File: src/include/sdmac_defines.svh
// ------------------------------
// sdmac datapath widths
// word, byte and FIFO sizing for
// the SCSI DMA data path
// ------------------------------

`ifndef SDMAC_DEFINES_SVH
`define SDMAC_DEFINES_SVH

// host side word width
`define SDMAC_WORD_W 32

// one SCSI byte lane
`define SDMAC_BYTE_W 8

// default FIFO entries, power of two
`define SDMAC_FIFO_DEPTH 8

`endif

File: src/verilog/sdmac_pkg.sv
// ------------------------------
// sdmac_pkg
// shared enums and structs of the
// SCSI DMA data path
// ------------------------------

package sdmac_pkg;

    // direction latched when a DMA starts
    typedef enum logic {
        DIR_TO_SCSI   = 1'b0,
        DIR_FROM_SCSI = 1'b1
    } dma_dir_e;

    // sequencer states
    typedef enum logic [1:0] {
        ST_IDLE  = 2'd0,
        ST_RUN   = 2'd1,
        // one cycle to drop a partial word
        ST_FLUSH = 2'd2
    } dma_state_e;

    // strobes into the SCSI byte path
    typedef struct packed {
        // sequencer driven
        logic f2s;
        logic s2f;
        // host driven
        logic cpu2s;
        logic s2cpu;
        logic ls2cpu;
    } scsi_ctl_t;

    // FIFO fill state
    typedef struct packed {
        logic empty;
        logic full;
    } fifo_stat_t;

endpackage

File: src/verilog/dma_fifo.sv
// ------------------------------
// dma_fifo
// word FIFO, whole-word or byte-lane
// fill at the tail, word pop at head
// ------------------------------

`timescale 1ns/1ps

`include "sdmac_defines.svh"

module dma_fifo #(
    parameter int depth = `SDMAC_FIFO_DEPTH
) (
    input  logic                                       clk,
    input  logic                                       arst_n,
    input  logic                                       push_word,
    input  logic [`SDMAC_WORD_W-1:0]                   push_data,
    input  logic [`SDMAC_WORD_W/`SDMAC_BYTE_W-1:0]     lane_we,
    input  logic [`SDMAC_WORD_W-1:0]                   lane_data,
    input  logic                                       commit,
    input  logic                                       pop,
    output logic [`SDMAC_WORD_W-1:0]                   head,
    output sdmac_pkg::fifo_stat_t                      stat
);

    localparam int ptr_w = $clog2(depth);
    localparam int lanes = `SDMAC_WORD_W / `SDMAC_BYTE_W;

    // entry storage
    logic [`SDMAC_WORD_W-1:0] mem [depth];

    logic [ptr_w-1:0] wr_ptr;
    logic [ptr_w-1:0] rd_ptr;
    // one extra bit so full and empty differ
    logic [ptr_w:0]   count;
    logic             advance;
    logic             fifo_empty;
    logic             fifo_full;

    // tail moves on a host word or a packed word
    assign advance = push_word | commit;

    assign fifo_empty = (count == '0);
    assign fifo_full  = (count == (ptr_w + 1)'(depth));

    // tail write
    // host word takes the whole entry while the packer fills single lanes
    always_ff @(posedge clk) begin
        if (push_word) begin
            mem[wr_ptr] <= push_data;
        end else begin
            for (int i = 0; i < lanes; i++) begin
                if (lane_we[i]) begin
                    mem[wr_ptr][i*`SDMAC_BYTE_W +: `SDMAC_BYTE_W] <=
                        lane_data[i*`SDMAC_BYTE_W +: `SDMAC_BYTE_W];
                end
            end
        end
    end

    // pointers and fill count
    always_ff @(posedge clk or negedge arst_n) begin
        if (!arst_n) begin
            wr_ptr <= '0;
            rd_ptr <= '0;
            count  <= '0;
        end else begin
            // depth is a power of two so pointers wrap by themselves
            if (advance) begin
                wr_ptr <= wr_ptr + 1'b1;
            end
            if (pop) begin
                rd_ptr <= rd_ptr + 1'b1;
            end
            case ({advance, pop})
                2'b10:   count <= count + 1'b1;
                2'b01:   count <= count - 1'b1;
                default: count <= count;
            endcase
        end
    end

    // head is visible without a read cycle
    assign head = mem[rd_ptr];

    assign stat.empty = fifo_empty;
    assign stat.full  = fifo_full;

    // host and sequencer both have to respect full
    a_no_push_full : assert property (
        @(posedge clk) disable iff (!arst_n)
        !(advance && fifo_full)
    ) else $error("dma_fifo: push or commit while full");

    // host pop and sequencer pop share this strobe
    a_no_pop_empty : assert property (
        @(posedge clk) disable iff (!arst_n)
        !(pop && fifo_empty)
    ) else $error("dma_fifo: pop while empty");

    // host words must not land while a packed word completes
    a_no_push_commit : assert property (
        @(posedge clk) disable iff (!arst_n)
        !(push_word && commit)
    ) else $error("dma_fifo: push_word together with commit");

endmodule

File: src/verilog/dma_sequencer.sv
// ------------------------------
// dma_sequencer
// DMA FSM, byte pointer and FIFO
// strobes for F2S and S2F moves
// ------------------------------

`timescale 1ns/1ps

module dma_sequencer (
    input  logic                  clk,
    input  logic                  arst_n,
    input  logic                  dma_go,
    input  logic                  dma_stop,
    input  sdmac_pkg::dma_dir_e   dir,
    input  logic                  scsi_req,
    input  sdmac_pkg::fifo_stat_t stat,
    output logic                  f2s,
    output logic                  s2f,
    output logic [1:0]            bo,
    output logic [3:0]            lane_we,
    output logic                  commit,
    output logic                  pop
);

    import sdmac_pkg::*;

    dma_state_e state;
    dma_state_e state_nxt;
    dma_dir_e   dir_q;

    logic       running;
    // a req that is actually consumed
    logic       take;
    // pointer on the top lane of the word
    logic       last_byte;

    // state register
    always_ff @(posedge clk or negedge arst_n) begin
        if (!arst_n) begin
            state <= ST_IDLE;
        end else begin
            state <= state_nxt;
        end
    end

    // go only starts from idle and stop always passes through flush
    always_comb begin
        state_nxt = state;
        case (state)
            ST_IDLE: begin
                if (dma_go) begin
                    state_nxt = ST_RUN;
                end
            end
            ST_RUN: begin
                if (dma_stop) begin
                    state_nxt = ST_FLUSH;
                end
            end
            ST_FLUSH: begin
                state_nxt = ST_IDLE;
            end
            default: begin
                state_nxt = ST_IDLE;
            end
        endcase
    end

    // direction sampled with the go pulse
    always_ff @(posedge clk or negedge arst_n) begin
        if (!arst_n) begin
            dir_q <= DIR_TO_SCSI;
        end else if (state == ST_IDLE && dma_go) begin
            dir_q <= dir;
        end
    end

    assign running = (state == ST_RUN);

    // strobes drop under back-pressure, which also masks scsi_req
    assign f2s = running && (dir_q == DIR_TO_SCSI) && !stat.empty;
    assign s2f = running && (dir_q == DIR_FROM_SCSI) && !stat.full;

    assign take      = scsi_req && (f2s || s2f);
    assign last_byte = (bo == 2'd3);

    // byte pointer
    // flush and a fresh start both restart at lane 0
    always_ff @(posedge clk or negedge arst_n) begin
        if (!arst_n) begin
            bo <= 2'd0;
        end else if (state == ST_FLUSH) begin
            bo <= 2'd0;
        end else if (state == ST_IDLE && dma_go) begin
            bo <= 2'd0;
        end else if (take) begin
            // wraps from 3 to 0 with the word boundary
            bo <= bo + 2'd1;
        end
    end

    // receive side fills one lane per accepted byte
    assign lane_we = (s2f && scsi_req) ? (4'b0001 << bo) : 4'b0000;

    // word boundary actions
    assign commit = s2f && scsi_req && last_byte;
    assign pop    = f2s && scsi_req && last_byte;

    // only one direction can drive the byte path
    a_one_dir : assert property (
        @(posedge clk) disable iff (!arst_n)
        !(f2s && s2f)
    ) else $error("dma_sequencer: f2s and s2f both high");

endmodule

File: src/verilog/datapath_scsi.sv
// ------------------------------
// datapath_scsi
// SCSI byte path, transmit mux,
// receive gate and programmed read
// ------------------------------

`timescale 1ns/1ps

`include "sdmac_defines.svh"

module datapath_scsi (
    input  logic                         clk,
    input  logic                         arst_n,
    input  sdmac_pkg::scsi_ctl_t         ctl,
    input  logic                         a3,
    input  logic [1:0]                   bo,
    input  logic [`SDMAC_WORD_W-1:0]     fifo_od,
    input  logic [`SDMAC_WORD_W-1:0]     cpu_od,
    input  logic [2*`SDMAC_BYTE_W-1:0]   scsi_data_in,
    output logic [2*`SDMAC_BYTE_W-1:0]   scsi_data_out,
    output logic                         scsi_oe,
    output logic [`SDMAC_WORD_W-1:0]     scsi_od,
    output logic [`SDMAC_WORD_W-1:0]     mod_scsi
);

    localparam int lanes = `SDMAC_WORD_W / `SDMAC_BYTE_W;

    logic [lanes-1:0]         lane_sel;
    // four fifo lanes, cpu high byte, cpu low byte
    logic [lanes+1:0]         tx_sel;
    logic [`SDMAC_BYTE_W-1:0] tx_byte;
    logic                     rx_en;
    logic [`SDMAC_BYTE_W-1:0] rx_byte;
    logic [`SDMAC_BYTE_W-1:0] cap_byte;
    logic [`SDMAC_BYTE_W-1:0] mod_byte;
    logic                     cap_seq;
    logic                     clr_seq;
    logic                     cap_live;

    // lane decode of bo, programmed write takes priority
    assign lane_sel = (ctl.f2s && !ctl.cpu2s) ? (lanes'(1) << bo) : '0;

    assign tx_sel = {ctl.cpu2s & ~a3, ctl.cpu2s & a3, lane_sel};

    // one-hot and-or mux, six byte sources
    always_comb begin
        tx_byte = '0;
        for (int i = 0; i < lanes; i++) begin
            tx_byte = tx_byte |
                ({`SDMAC_BYTE_W{tx_sel[i]}} & fifo_od[i*`SDMAC_BYTE_W +: `SDMAC_BYTE_W]);
        end
        tx_byte = tx_byte | ({`SDMAC_BYTE_W{tx_sel[lanes]}} & cpu_od[23:16]);
        tx_byte = tx_byte | ({`SDMAC_BYTE_W{tx_sel[lanes+1]}} & cpu_od[7:0]);
    end

    // drive the bus only while sending
    assign scsi_oe       = ctl.f2s | ctl.cpu2s;
    assign scsi_data_out = scsi_oe ? {tx_byte, tx_byte} : '0;

    // low half of the bus carries the byte, upper half ignored
    assign rx_en   = ctl.s2f | ctl.s2cpu;
    assign rx_byte = rx_en ? scsi_data_in[`SDMAC_BYTE_W-1:0] : '0;

    // every lane sees the same byte, the FIFO lane enable picks one
    assign scsi_od = {lanes{rx_byte}};

    // programmed read latch
    // byte sampled on the falling edge while ls2cpu is low
    always_ff @(negedge clk) begin
        if (ctl.s2cpu && !ctl.ls2cpu) begin
            cap_byte <= rx_byte;
        end
    end

    // capture and clear live on opposite edges
    // each side owns one toggle, latch is live while they differ
    always_ff @(negedge clk or negedge arst_n) begin
        if (!arst_n) begin
            cap_seq <= 1'b0;
        end else if (ctl.s2cpu && !ctl.ls2cpu && !cap_live) begin
            cap_seq <= ~cap_seq;
        end
    end

    // rising edge with s2cpu low retires the capture
    always_ff @(posedge clk or negedge arst_n) begin
        if (!arst_n) begin
            clr_seq <= 1'b0;
        end else if (!ctl.s2cpu) begin
            clr_seq <= cap_seq;
        end
    end

    assign cap_live = cap_seq ^ clr_seq;
    assign mod_byte = cap_live ? cap_byte : '0;

    // byte in lanes 0 and 2, zero in 1 and 3
    assign mod_scsi = {(lanes/2){{`SDMAC_BYTE_W{1'b0}}, mod_byte}};

    // host programmed write must wait for the DMA to finish
    a_cpu2s_idle : assert property (
        @(posedge clk) disable iff (!arst_n)
        !(ctl.cpu2s && (ctl.f2s || ctl.s2f))
    ) else $error("datapath_scsi: cpu2s during a DMA transfer");

endmodule

File: src/verilog/sdmac_datapath_top.sv
// ------------------------------
// sdmac_datapath_top
// FIFO, sequencer and SCSI byte path
// ------------------------------

`timescale 1ns/1ps

`include "sdmac_defines.svh"

module sdmac_datapath_top (
    input  logic                         clk,
    input  logic                         arst_n,
    input  logic [`SDMAC_WORD_W-1:0]     cpu_wdata,
    input  logic                         cpu_wr,
    input  logic                         cpu_rd,
    output logic [`SDMAC_WORD_W-1:0]     cpu_rdata,
    input  logic                         cpu2s,
    input  logic                         s2cpu,
    input  logic                         ls2cpu,
    input  logic                         a3,
    input  logic                         dma_go,
    input  logic                         dma_stop,
    input  sdmac_pkg::dma_dir_e          dir,
    input  logic                         scsi_req,
    input  logic [2*`SDMAC_BYTE_W-1:0]   scsi_data_in,
    output logic [2*`SDMAC_BYTE_W-1:0]   scsi_data_out,
    output logic                         scsi_oe,
    output logic [`SDMAC_WORD_W-1:0]     mod_scsi,
    output logic                         fifo_empty,
    output logic                         fifo_full
);

    import sdmac_pkg::*;

    scsi_ctl_t                ctl;
    fifo_stat_t               stat;
    logic                     f2s;
    logic                     s2f;
    logic [1:0]               bo;
    logic [3:0]               lane_we;
    logic                     commit;
    logic                     seq_pop;
    logic                     fifo_pop;
    logic [`SDMAC_WORD_W-1:0] fifo_od;
    logic [`SDMAC_WORD_W-1:0] scsi_od;

    // host read and F2S drain share the head
    assign fifo_pop = cpu_rd | seq_pop;

    assign ctl = '{f2s: f2s, s2f: s2f, cpu2s: cpu2s, s2cpu: s2cpu, ls2cpu: ls2cpu};

    assign cpu_rdata  = fifo_od;
    assign fifo_empty = stat.empty;
    assign fifo_full  = stat.full;

    dma_fifo u_dma_fifo (
        .clk       (clk),
        .arst_n    (arst_n),
        .push_word (cpu_wr),
        .push_data (cpu_wdata),
        .lane_we   (lane_we),
        .lane_data (scsi_od),
        .commit    (commit),
        .pop       (fifo_pop),
        .head      (fifo_od),
        .stat      (stat)
    );

    dma_sequencer u_dma_sequencer (
        .clk      (clk),
        .arst_n   (arst_n),
        .dma_go   (dma_go),
        .dma_stop (dma_stop),
        .dir      (dir),
        .scsi_req (scsi_req),
        .stat     (stat),
        .f2s      (f2s),
        .s2f      (s2f),
        .bo       (bo),
        .lane_we  (lane_we),
        .commit   (commit),
        .pop      (seq_pop)
    );

    // host word doubles as the programmed write source
    datapath_scsi u_datapath_scsi (
        .clk           (clk),
        .arst_n        (arst_n),
        .ctl           (ctl),
        .a3            (a3),
        .bo            (bo),
        .fifo_od       (fifo_od),
        .cpu_od        (cpu_wdata),
        .scsi_data_in  (scsi_data_in),
        .scsi_data_out (scsi_data_out),
        .scsi_oe       (scsi_oe),
        .scsi_od       (scsi_od),
        .mod_scsi      (mod_scsi)
    );

endmodule

File: config.mk
export PLATFORM = sky130hd
export DESIGN_NAME = sdmac_datapath_top
export DESIGN_NICKNAME = d
export VERILOG_FILES = /design/src/verilog/sdmac_pkg.sv /design/src/verilog/dma_fifo.sv /design/src/verilog/dma_sequencer.sv /design/src/verilog/datapath_scsi.sv /design/src/verilog/sdmac_datapath_top.sv
export VERILOG_INCLUDE_DIRS = /design/src /design/src/include
export SDC_FILE = /design/constraint.sdc
export NUM_CORES = 1
export LEC_CHECK = 0
export BUFFER_PORTS_ARGS = -buffer_cell sky130_fd_sc_hd__clkbuf_2
export CAP_MARGIN = 30
export CORE_ASPECT_RATIO = 1.1
export CORE_MARGIN = 5
export CORE_UTILIZATION = 45
export CTS_CLUSTER_DIAMETER = 100
export DETAILED_ROUTE_END_ITERATION = 12
export HOLD_SLACK_MARGIN = 0.12
export PLACE_DENSITY_LB_ADDON = 0.12
export RECOVER_POWER = 100
export SYNTH_ARGS = -nofsm -noshare
export SYNTH_HDL_FRONTEND = slang
export SYNTH_SLANG_ARGS = --single-unit
File: constraint.sdc
create_clock -name clk -period 3.4 [get_ports clk]
set_clock_uncertainty 0.2 [all_clocks]
set_input_delay 0.34 -clock clk [delete_from_list [all_inputs] [get_ports clk]]
set_output_delay 0.34 -clock clk [all_outputs]
set_load 0.03 [all_outputs]
**Word level (Yosys, flattened, before mapping)**

Memories as Yosys holds them, arrays and structs flattened.
Index checks and enable logic that the tools add are counted.
Widths: inputs -> output; s select.

- Bits in registers: 25
- Latch bits: 0
- Bits in writable memories: 256
- Bits in read-only memories: 0
- Bits of input ports: 60
- Output and inout port bits: 83
- Word-level logic and storage cells: 103
- Memories kept: 1

Memories:

| memory | words | width | rd ports | clocked after memory_dff | wr ports | line | RTL |
|---|---|---|---|---|---|---|---|
| u_dma_fifo.mem | 8 | 32 | 1 | 0 | 1 | dma_fifo.sv:30 | `` logic [`SDMAC_WORD_W-1:0] mem [depth]; `` |

- $add $sub $neg: 5
- $mul: 0
- Divide/modulo/power cells: 0
- $lt $le $gt $ge: 0
- Eq/ne operators: 8
- Shift-type cells: 1
- Multiplexer cells: 30
- Bitwise operators: 25
- Reduce and logical (&&, ||, !) cells: 24

Operators by type and width:

| kind | number |
|---|---|
| $and 8x8->8 | 6 |
| $mux 8 | 6 |
| $or 8x8->8 | 5 |
| $mux 16 | 1 |
| $mux 1 | 14 |
| $logic_and 1x1->1 | 13 |
| $mux 2 | 5 |
| $mux 4 | 2 |
| $or 1x1->1 | 8 |
| $pmux 4 s2 | 1 |
| $add 3x1->3 const B | 2 |
| $eq 2x2->1 const B | 3 |
| $logic_not 1->1 | 5 |
| $add 4x1->4 const B | 1 |
| $eq 2x1->1 const B | 2 |
| $eq 4x4->1 const B | 1 |
| $logic_not 4->1 | 1 |
| $ne 2x2->1 const B | 2 |
| $pmux 2 s2 | 1 |
| $shl 1x2->4 const A | 1 |
| $sub 4x1->4 const B | 1 |
| $not 1->1 | 3 |
| $reduce_bool 3->1 | 1 |
| $add 2x1->2 const B | 1 |
| 6 further kinds | 7 |

**Logic depth before layout (Yosys ltp)**

Gate-level depths: netlist of the first run.

- Word-level depth: 12
- Gate-level depth with buffers: 11
- Gate-level depth less buffers: 11

**Modules after synthesis**

Synthesis of the first run repeated with hierarchy kept, for this count alone.

- Cells, all modules: 689
- Area total of the unflattened synthesis: 12525.8 µm²

By module, submodules not included:

| module | times used | cells each | area each (µm²) | seq. area each (µm²) |
|---|---|---|---|---|
| dma_fifo | 1 | 501 | 10855.4 | 7937.6 |
| datapath_scsi | 1 | 149 | 1305.0 | 290.3 |
| dma_sequencer | 1 | 38 | 359.1 | 125.1 |
| sdmac_datapath_top | 1 | 1 | 6.3 | 0.0 |

==> reports/metrics.cfg, run 1 <==
[routing]
wl_per_cell_um = 24.8
via_per_inst = 5.41
drtIter0Drc = 582
antenna_left = 0
drt_pass1_iterations = 5
drcViolationCount = 0
vias = 6908
routed_wl_mm = 31.6

[synth]
synth.top_cell.area_share_pct = 65.1
synth_xor_area_share_pct = 0.720
ys_seq_area_share_pct = 68.6
ys_seq_elements = 281
synth.distinct_cells = 45
ys_top_cells_by_area = edfxtp_1 (65%), mux4_2 (10%), mux2_2 (6.6%)
synth_simple_gate_area_share_pct = 5.11
yosysMostFrequentCell = edfxtp_1
yosysTopAreaCell = edfxtp_1
async_flop_share_pct = 6.05
synth_cells = 661
muxShareOfSynthArea_pct = 18.8
synth_common_cells = edfxtp_1 (264), mux2_2 (71), mux4_2 (56), nor2_1 (42), buf_4 (34)
netlist_area_mm2 = 0.0122
synth_fa_ha_area_share_pct = 1.09
synth-main-ff-cell = edfxtp_1
synth_top_family_by_area = multiplexers
synth_edf_count = 264
avgSynthCellArea_um2 = 18.4
yosysWarningCount = 0
synth-compound-area-share_pct = 1.92

[worst_setup_path]
arrival_ps = 3320
required_ps = 2860
cp.depth = 3
path_cells = xor2_4, and2_4, buf_8
path_class = reg2out
cp_max_fo = 8
end_kind = output port
ff2ff_path_depth = 4
worst-path-buf-inv = 1
path_delay_family = flip-flops
crit_slowest_cell = dfrtn_1
slowest_delay_ps = 490
cp-start-kind = flip-flop

[global_routing]
grt_overflow_total = 0
antenna_found_initial = 0
grt_pass1_wl_mm = 46.0
grt_max_degree = 21
grt_util_all_layers_pct = 20.4
grt_pass1_vias = 7182

[pwr]
p_leak_nw = 5.54
p_per_area_mw_per_mm2 = 885
vdd_drop_max_mv = 0.531
power_w = 0.0135

[timing]
rsz0062_at_grt = yes
finalSetupViolations = 24
hold_viol = 0
drv_slew = 0
worst_slack_ps = -459
maxSlewHeadroom_pct = 47.0
worst_pin_slew_ps = 792

[layout]
ff_latch_area_mm2 = 0.00836
area_delta_synth_final_pct = 25.3
diodes = 0
final_cell_count_no_fill = 1276
multi_input_area_mm2 = 0.00359
fillers = 2136
drive_gt1_share_pct = 40.0
finalNetCount = 968

[status]
status = finished with violations
violations = setup timing

[die]
die-area_mm2 = 0.0304
row_count = 63
initial_core_util_pct = 45.4
ios = 143
die_y_um = 182
die_w_um = 167
core_mm2 = 0.0268

[place]
hpwl_mm = 21.6
place_inst = 1153
io_buffers = 118
gp_congestion = 0.795
post-place-ws_ps = 17.8

[clock_network]
cts_root_buffer = clkbuf_16
clk_pin_slew_ps = 60
clock_path_buffers = 3
htree_levels = 1
insertion_delay_ps = 530
cts_tree = built
clock-sinks = 281
cts_made_buffers = 29

[hold_path]
hold_path.class = in2reg
whs_path_depth = 4

[flow_run]
maxCapViolCount = 0

## power by group
group / switching (W) / total, W / internal [W]
logic: 0.00328 / 0.00571 / 0.00243
registers: 0.000303 / 0.00473 / 0.00443
clock network: 0.00126 / 0.00305 / 0.00179
total: 0.00484 / 0.0135 / 0.00866
## area by class of cell
cell class | count | share of cell area [%]
clock inverters | 25 | 1.20
well taps | 357 | 2.93
multi-input cells | 326 | 23.6
repair buffers | 245 | 12.4
flip-flops and latches | 281 | 54.9
inverters | 7 | 0.172
clock buffers | 35 | 4.91
## routing by layer
layer	global-route usage (%)	routed length, um
met2	34.7	15700
met5	0	0
met3	3.70	1740
met1	27.9	13500
met4	4.52	667
## placed cells by master, fill, tap and decap left out, types with 7 or more instances in the layout
cell type      Yosys  routed
a22oi_2            0       9
and2_4             0       8
buf_4             34      38
buf_6              4      13
buf_8              0       7
clkbuf_1          15      36
clkbuf_16          0      31
clkbuf_2           0      94
clkinv_1           0      11
conb_1             1      16
dfrtp_1           16      13
dlygate4sd3_1      0      44
edfxtp_1         264     264
ha_1               9       9
inv_1              8      15
mux2_1             0      16
mux2_2            71      47
mux2_4             0       8
mux4_2            56      58
nand2_1           21      19
nand2b_1          10      10
nor2_1            42      42
nor2b_1           16       7
nor2b_2            0       9
## flip-flops by register name, indices dropped and copies added, names as in the netlist
name	count
u_datapath_scsi.cap_byte	8
u_datapath_scsi.cap_seq	1
u_datapath_scsi.clr_seq	1
u_dma_fifo.count	4
u_dma_fifo.mem	256
u_dma_fifo.rd_ptr	3
u_dma_fifo.wr_ptr	3
u_dma_sequencer.bo	2
u_dma_sequencer.dir_q	1
u_dma_sequencer.state	2
## cell families (layout without fill, tap and decap cells)
| family | count (synthesis) | count (layout) |
|---|---|---|
| AND/OR/NAND/NOR | 122 | 122 |
| XOR/XNOR | 10 | 10 |
| other | 1 | 16 |
| multiplexers | 138 | 138 |
| flip-flops | 281 | 281 |
| adder cells (fa/ha/maj) | 10 | 10 |
| AO/OA/AOI/OAI | 30 | 30 |
| buffers and inverters | 69 | 312 |
## worst reg2reg max path: cells and delay by family (launching register included)
family / cells / cell delay, ps
and+or+nand+nor: 3 / 760
DFF: 1 / 390
AOI/OAI and AO/OA: 1 / 330
## metrics by stage
stage                     utilization [%]  TNS, ps  hold slack, ps  cell area (um2)
after floorplan                         -    -1730            -156            12300
after global placement               50.2        0             104            13400
after detailed placement             50.2        0             117            13400
after CTS                            56.2    -7330             166            15100
after global routing                 56.9   -11220             340            15200
final                                56.9    -8750             310            15200
## worst paths after layout
kind | startpoint | end | slack, ps
min reg2reg | u_dma_fifo.count[3]$_DFFE_PN0P_ | u_dma_fifo.count[3]$_DFFE_PN0P_ | 320
min | cpu_wr | u_dma_fifo.wr_ptr[0]$_DFFE_PN0P_ | 310
max | u_datapath_scsi.cap_seq$_DFFE_NN0P_ | mod_scsi[19] | -460
max in group asynchronous | arst_n | u_datapath_scsi.cap_seq$_DFFE_NN0P_ | 1230
min in group asynchronous | arst_n | u_dma_fifo.rd_ptr[2]$_DFFE_PN0P_ | 920
max reg2reg | u_dma_fifo.count[1]$_DFFE_PN0P_ | u_datapath_scsi.cap_byte[1]$_DFFE_NP_ | -200
## repair_timing
item	CTS	global route
gates resized for setup	46	90
setup buffers	5	12
gates cloned	1	2
pin swaps	3	16
endpoints found under the setup margin	32	38
hold endpoints to repair	281	0
hold buffers	44	0
Note: power is estimated with default switching activity, not from simulation.
==> run 2, diff against run 1 <==
ABC_AREA = 1   (was default)
MAX_ROUTING_LAYER = met4   (was default)
==> reports/metrics.cfg, run 2 <==
[worst_setup_path]
path_cells = xnor2_4, buf_12, nor2_4, buf_8
rr_startpoint = u_dma_fifo.count[1]$_DFFE_PN0P_
end_kind = output port
required_ps = 2860  ; about the same
ff2ff_path_depth = 6  ; +2
cp_max_fo = 8  ; unchanged
reg2reg_to = u_datapath_scsi.cap_byte[2]$_DFFE_NP_
cp-start-kind = flip-flop
path_class = reg2out
crit_slowest_cell = dfrtn_1
arrival_ps = 3260  ; -60 ps
r2r_slack_ps = 190  ; +390 ps
slowest_delay_ps = 500  ; about the same

[place]
gp_congestion = 0.850  ; +7.0%
io_buffers = 118  ; unchanged
hpwl_mm = 22.2  ; +2.8%

[global_routing]
grt_pass1_wl_mm = 50.9  ; +11%
grt_pass1_vias = 8795  ; +22%
grt_util_all_layers_pct = 21.5  ; +1.1 points
grt_max_degree = 77  ; +270%
antenna_found_initial = 1  ; +1
grt_overflow_total = 0  ; unchanged

[synth]
ys_seq_area_share_pct = 65.1  ; -3.5 points
ys_top_cells_by_area = edfxtp_1 (62%), nand2_1 (12%), nand3_1 (7.0%)
synth_common_cells = nand2_1 (393), edfxtp_1 (264), nand3_1 (180), inv_1 (108), nor2_1 (90)
yosysTopAreaCell = edfxtp_1
netlist_area_mm2 = 0.0128  ; +5.4%
synth_cells = 1255  ; +90%
synth_edf_count = 264  ; unchanged
synth-main-ff-cell = edfxtp_1
yosysMostFrequentCell = nand2_1
yosysWarningCount = 0  ; unchanged
synth.distinct_cells = 32  ; -29%
synth.top_cell.area_share_pct = 61.8  ; -3.3 points
async_flop_share_pct = 6.05  ; unchanged
avgSynthCellArea_um2 = 10.2  ; -44%
ys_seq_elements = 281  ; unchanged

[status]
violations = setup timing
status = finished with violations

[timing]
rsz0062_at_grt = yes
hold_viol = 0  ; unchanged
tns_ps = -8390  ; +362 ps
drv_slew = 0  ; unchanged
hold_ws_ps = 146  ; -164 ps
worst_slack_ps = -404  ; +55.2 ps
worst_pin_slew_ps = 1020  ; +228 ps
finalSetupViolations = 32  ; +33%
maxSlewHeadroom_pct = 31.2  ; -16 points

[clock_network]
clock-sinks = 281  ; unchanged
cts_made_buffers = 29  ; unchanged
insertion_delay_ps = 530  ; about the same
cts_tree = built
htree_levels = 1  ; unchanged
cts_root_buffer = clkbuf_16
clk_pin_slew_ps = 60  ; about the same
clock_path_buffers = 3  ; unchanged

[hold_path]
min_to = u_dma_fifo.wr_ptr[0]$_DFFE_PN0P_
hold_path.class = in2reg
min-delay-start = cpu_wr
whs_path_depth = 4  ; unchanged

[routing]
wl_per_cell_um = 18.9  ; -24%
antenna_left = 0  ; unchanged
drtIter0Drc = 686  ; +18%
vias = 9065  ; +31%
via_per_inst = 5.03  ; -7.1%
drcViolationCount = 0  ; unchanged
drt_pass1_iterations = 5  ; unchanged
routed_wl_mm = 34.2  ; +8.0%

[die]
row_count = 64  ; +1.6%
ios = 143  ; unchanged
core_mm2 = 0.0279  ; +4.3%
die_y_um = 187  ; +2.5%
die_w_um = 171  ; +2.5%
initial_core_util_pct = 45.9  ; +0.48 points
die-area_mm2 = 0.0320  ; +5.1%

[layout]
drive_gt1_share_pct = 13.9  ; -26 points
final_cell_mix = nand2_1 (396), edfxtp_1 (264), nand3_1 (184)
final_common_cell = nand2_1
area_delta_synth_final_pct = 17.2
finalNetCount = 1487  ; +54%
largest_reg_flops = 256  ; unchanged
top_register = u_dma_fifo.mem
largest_registers = u_dma_fifo.mem (256), u_datapath_scsi.cap_byte (8), u_dma_fifo.count (4)
final_util_pct = 53.8  ; -3.1 points

[pwr]
p_leak_nw = 6.33  ; +14%
p_per_area_mw_per_mm2 = 903  ; +2.0%
vdd_drop_max_mv = 0.520  ; -2.1%
power_w = 0.0136  ; +0.52%

[flow_run]
maxCapViolCount = 0  ; unchanged

[run 2: cell count changes in the layout (fill, tap and decap cells not counted), sizes merged, moves of 10 or more]
cell and delta:
a22oi -10, nand3 +179, mux2 -71, nor2 +52, o21ai +51, nand2b -10, inv +105, nand2 +371
dlygate4sd3 -27, mux4 -63, buf -29, nor2b -16
[run 2: how the worst max path moves through the flow]
| stage | end | depth (start not counted) | start | slack, ps |
|---|---|---|---|---|
| after floorplan | mod_scsi[16] | 3 | u_datapath_scsi.cap_seq$_DFFE_NN0P_ | -130 |
| after global placement | mod_scsi[3] | 3 | u_datapath_scsi.cap_seq$_DFFE_NN0P_ | 20 |
| after detailed placement | mod_scsi[4] | 3 | u_datapath_scsi.cap_seq$_DFFE_NN0P_ | -30 |
| after CTS | mod_scsi[5] | 3 | u_datapath_scsi.cap_seq$_DFFE_NN0P_ | -360 |
| after global routing | mod_scsi[4] | 4 | u_datapath_scsi.cap_seq$_DFFE_NN0P_ | -460 |
| final | mod_scsi[4] | 4 | u_datapath_scsi.cap_seq$_DFFE_NN0P_ | -400 |
[run 2: area by class of cell]
type / count / area (um2)
repair buffers: 193 / 1200
fillers: 2463 / 12900
clock buffers: 35 / 748
well taps: 363 / 454
clock inverters: 26 / 263
inverters: 114 / 429
multi-input cells: 790 / 3570
flip-flops and latches: 281 / 8360
diodes: 1 / 2.50
[run 2: metal layers]
metal	part of all wire, %	vias to the layer above	global-route usage (%)
met5	0	-	-
met4	4.4	0	8.69
met3	6.3	81	3.55
met2	48	271	34.4
met1	41	4248	27.5
li1	-	4465	-
[run 2: through the flow]
stage,instances,cell area [um2],worst slack (ps)
6_report,1803,15000,-404
5_1_grt,1803,15000,-462
4_1_cts,1801,15100,-362
3_5_place_dp,1724,13900,-28.3
3_3_place_gp,1724,13900,19.8
2_1_floorplan,1270,12900,-129
[run 2: worst max-delay path: cells and delay by family (launching register included)]
kind / cells / cell delay (ps)
flip-flops: 1 / 500
buffers and inverters: 2 / 300
AND/OR/NAND/NOR: 1 / 130
XOR/XNOR: 1 / 100
[run 2: kinds of logic (layout without fill, tap and decap cells)]
family | Yosys count | count (layout) | synth area share (%)
AO/OA/AOI/OAI | 74 | 74 | 3.28
XOR/XNOR | 6 | 6 | 0.410
adder cells (fa/ha/maj) | 10 | 10 | 1.03
buffers and inverters | 199 | 368 | 7.41
flip-flops | 281 | 281 | 65.1
multiplexers | 1 | 1 | 0.0781
other | 1 | 17 | 0.0292
AND/OR/NAND/NOR | 683 | 683 | 22.6
[run 2: repair_timing]
action / in CTS / in global routing
resized for setup: 21 / 46
endpoints found under the hold margin: 97 / 0
setup endpoints to repair: 16 / 17
setup buffers: 0 / 1
pin swaps: 0 / 1
hold buffers: 17 / 0
[run 2: where the power goes]
group	switching [W]	internal (W)	total (W)	leakage [nW]
clock network	0.00131	0.00199	0.00330	0.513
logic	0.00413	0.00153	0.00567	3.20
registers	0.000187	0.00442	0.00460	2.61
total	0.00563	0.00794	0.0136	6.33
==> run 3, diff against run 2 <==
CTS_BUF_LIST = sky130_fd_sc_hd__clkbuf_4 sky130_fd_sc_hd__clkbuf_8   (was default)
==> reports/metrics.cfg, run 3 (same netlist as run 2, synthesis figures left out) <==
[layout]
top_register = u_dma_fifo.mem
ff_latch_area_mm2 = 0.00836  ; unchanged
final_common_cell = nand2_1
final_cell_count_no_fill = 1819  ; +0.89%
largest_registers = u_dma_fifo.mem (256), u_datapath_scsi.cap_byte (8), u_dma_fifo.count (4)
final_cell_mix = nand2_1 (395), edfxtp_1 (264), nand3_1 (184)
final_util_pct = 53.1  ; -0.66 points
multi_input_area_mm2 = 0.00357  ; about the same
drive_gt1_share_pct = 15.0  ; +1.1 points
largest_reg_flops = 256  ; unchanged
fillers = 2514  ; +2.1%
finalNetCount = 1503  ; +1.1%
area_delta_synth_final_pct = 15.8

[routing]
antenna_left = 0  ; unchanged
drtIter0Drc = 719  ; +4.8%
routed_wl_mm = 34.1  ; -0.16%
drcViolationCount = 0  ; unchanged
wl_per_cell_um = 18.8  ; -1.0%
drt_pass1_iterations = 6  ; +1
vias = 9137  ; +0.79%
via_per_inst = 5.02  ; about the same

[worst_setup_path]
arrival_ps = 3250  ; about the same
required_ps = 2860  ; about the same
path_class = reg2out
cp_max_fo = 8  ; unchanged
ff2ff_path_depth = 6  ; unchanged
end_kind = output port
cp-start-kind = flip-flop

[clock_network]
clock_path_buffers = 3  ; unchanged
insertion_delay_ps = 520  ; about the same
cts_tree = built
cts_root_buffer = clkbuf_8
clock-sinks = 281  ; unchanged
htree_levels = 2  ; +1
cts_made_buffers = 45  ; +55%
clk_pin_slew_ps = 60  ; about the same

[pwr]
p_leak_nw = 6.27  ; -0.87%
p_per_area_mw_per_mm2 = 871  ; -3.5%
vdd_drop_max_mv = 0.408  ; -22%
power_w = 0.0129  ; -4.7%

[die]
initial_core_util_pct = 45.9  ; unchanged
row_count = 64  ; unchanged
die_w_um = 171  ; unchanged
die-area_mm2 = 0.0320  ; unchanged
die_y_um = 187  ; unchanged
ios = 143  ; unchanged
core_mm2 = 0.0279  ; unchanged

[global_routing]
grt_pass1_wl_mm = 50.9  ; about the same
grt_overflow_total = 0  ; unchanged
antenna_found_initial = 1  ; unchanged
grt_pass1_vias = 8796  ; +0.011%
grt_max_degree = 77  ; unchanged
grt_util_all_layers_pct = 21.6  ; +0.071 points

[timing]
maxSlewHeadroom_pct = 29.9  ; -1.3 points
finalSetupViolations = 32  ; unchanged
worst_pin_slew_ps = 1040  ; +19.8 ps
hold_ws_ps = 159  ; +13.0 ps
hold_viol = 0  ; unchanged
worst_slack_ps = -387  ; +17.4 ps
drv_slew = 0  ; unchanged
rsz0062_at_grt = yes

[place]
place_inst = 1724  ; unchanged
gp_congestion = 0.850  ; unchanged
hpwl_mm = 22.2  ; unchanged
io_buffers = 118  ; unchanged

[hold_path]
whs_path_depth = 4  ; unchanged
hold_path.class = in2reg

[flow_run]
maxCapViolCount = 0  ; unchanged

[status]
status = finished with violations
violations = setup timing

==> run 3: per-stage QoR <==
step	TNS [ps]	worst slack, ps	area, um2
after floorplan	-1030	-129	12900
after global routing	-13300	-451	14800
final	-8210	-387	14800
after global placement	0	19.8	13900
after detailed placement	-253	-28.3	13900
after CTS	-5250	-339	14900
==> run 3: critical path, cell delays in order (launching register included) <==
cell and delay, ps:
dfrtn_1 500, xnor2_4 110, buf_12 160, nor2_4 120, buf_6 150
==> run 3: final cells by class <==
type	count	share of cell area, %
sequential	281	56.3
multi-input combinational	790	24.1
timing repair buffer	193	8.14
clock buffer	64	5.17
tap	363	3.06
inverter	114	2.89
clock inverter	13	0.337
antenna	1	0.0169
==> run 3: what timing repair did <==
item / 4_1_cts / 5_1_grt
pin swaps: 0 / 1
setup buffers: 0 / 1
hold endpoints to repair: 98 / 0
setup endpoints to repair: 16 / 22
gates resized for setup: 21 / 46
hold buffers: 17 / 0
==> run 3: worst paths after layout <==
path | from | slack [ps] | end
min | cpu_wr | 160 | u_dma_fifo.wr_ptr[0]$_DFFE_PN0P_
max | u_datapath_scsi.cap_seq$_DFFE_NN0P_ | -390 | mod_scsi[17]
max in group asynchronous | arst_n | 1270 | u_datapath_scsi.cap_seq$_DFFE_NN0P_
min reg2reg | u_dma_fifo.count[0]$_DFFE_PN0P_ | 320 | u_dma_fifo.count[0]$_DFFE_PN0P_
max reg2reg | u_dma_fifo.count[1]$_DFFE_PN0P_ | 230 | u_datapath_scsi.cap_byte[5]$_DFFE_NP_
min in group asynchronous | arst_n | 870 | u_dma_sequencer.state[0]$_DFFE_PN0P_
==> run 3: layer usage <==
layer	wire length, um	up-vias	global-route usage, %
met5	0	-	-
met1	14000	4279	27.6
met4	1310	0	7.77
met3	2160	78	3.83
met2	16700	291	34.8
li1	-	4489	-
==> run 3: power breakdown <==
part           leakage, nW  switching, W  internal (W)  total [W]
registers             2.61      0.000187       0.00442    0.00460
clock network        0.466       0.00122       0.00144    0.00266
logic                 3.20       0.00413       0.00154    0.00567
total                 6.27       0.00553       0.00740     0.0129
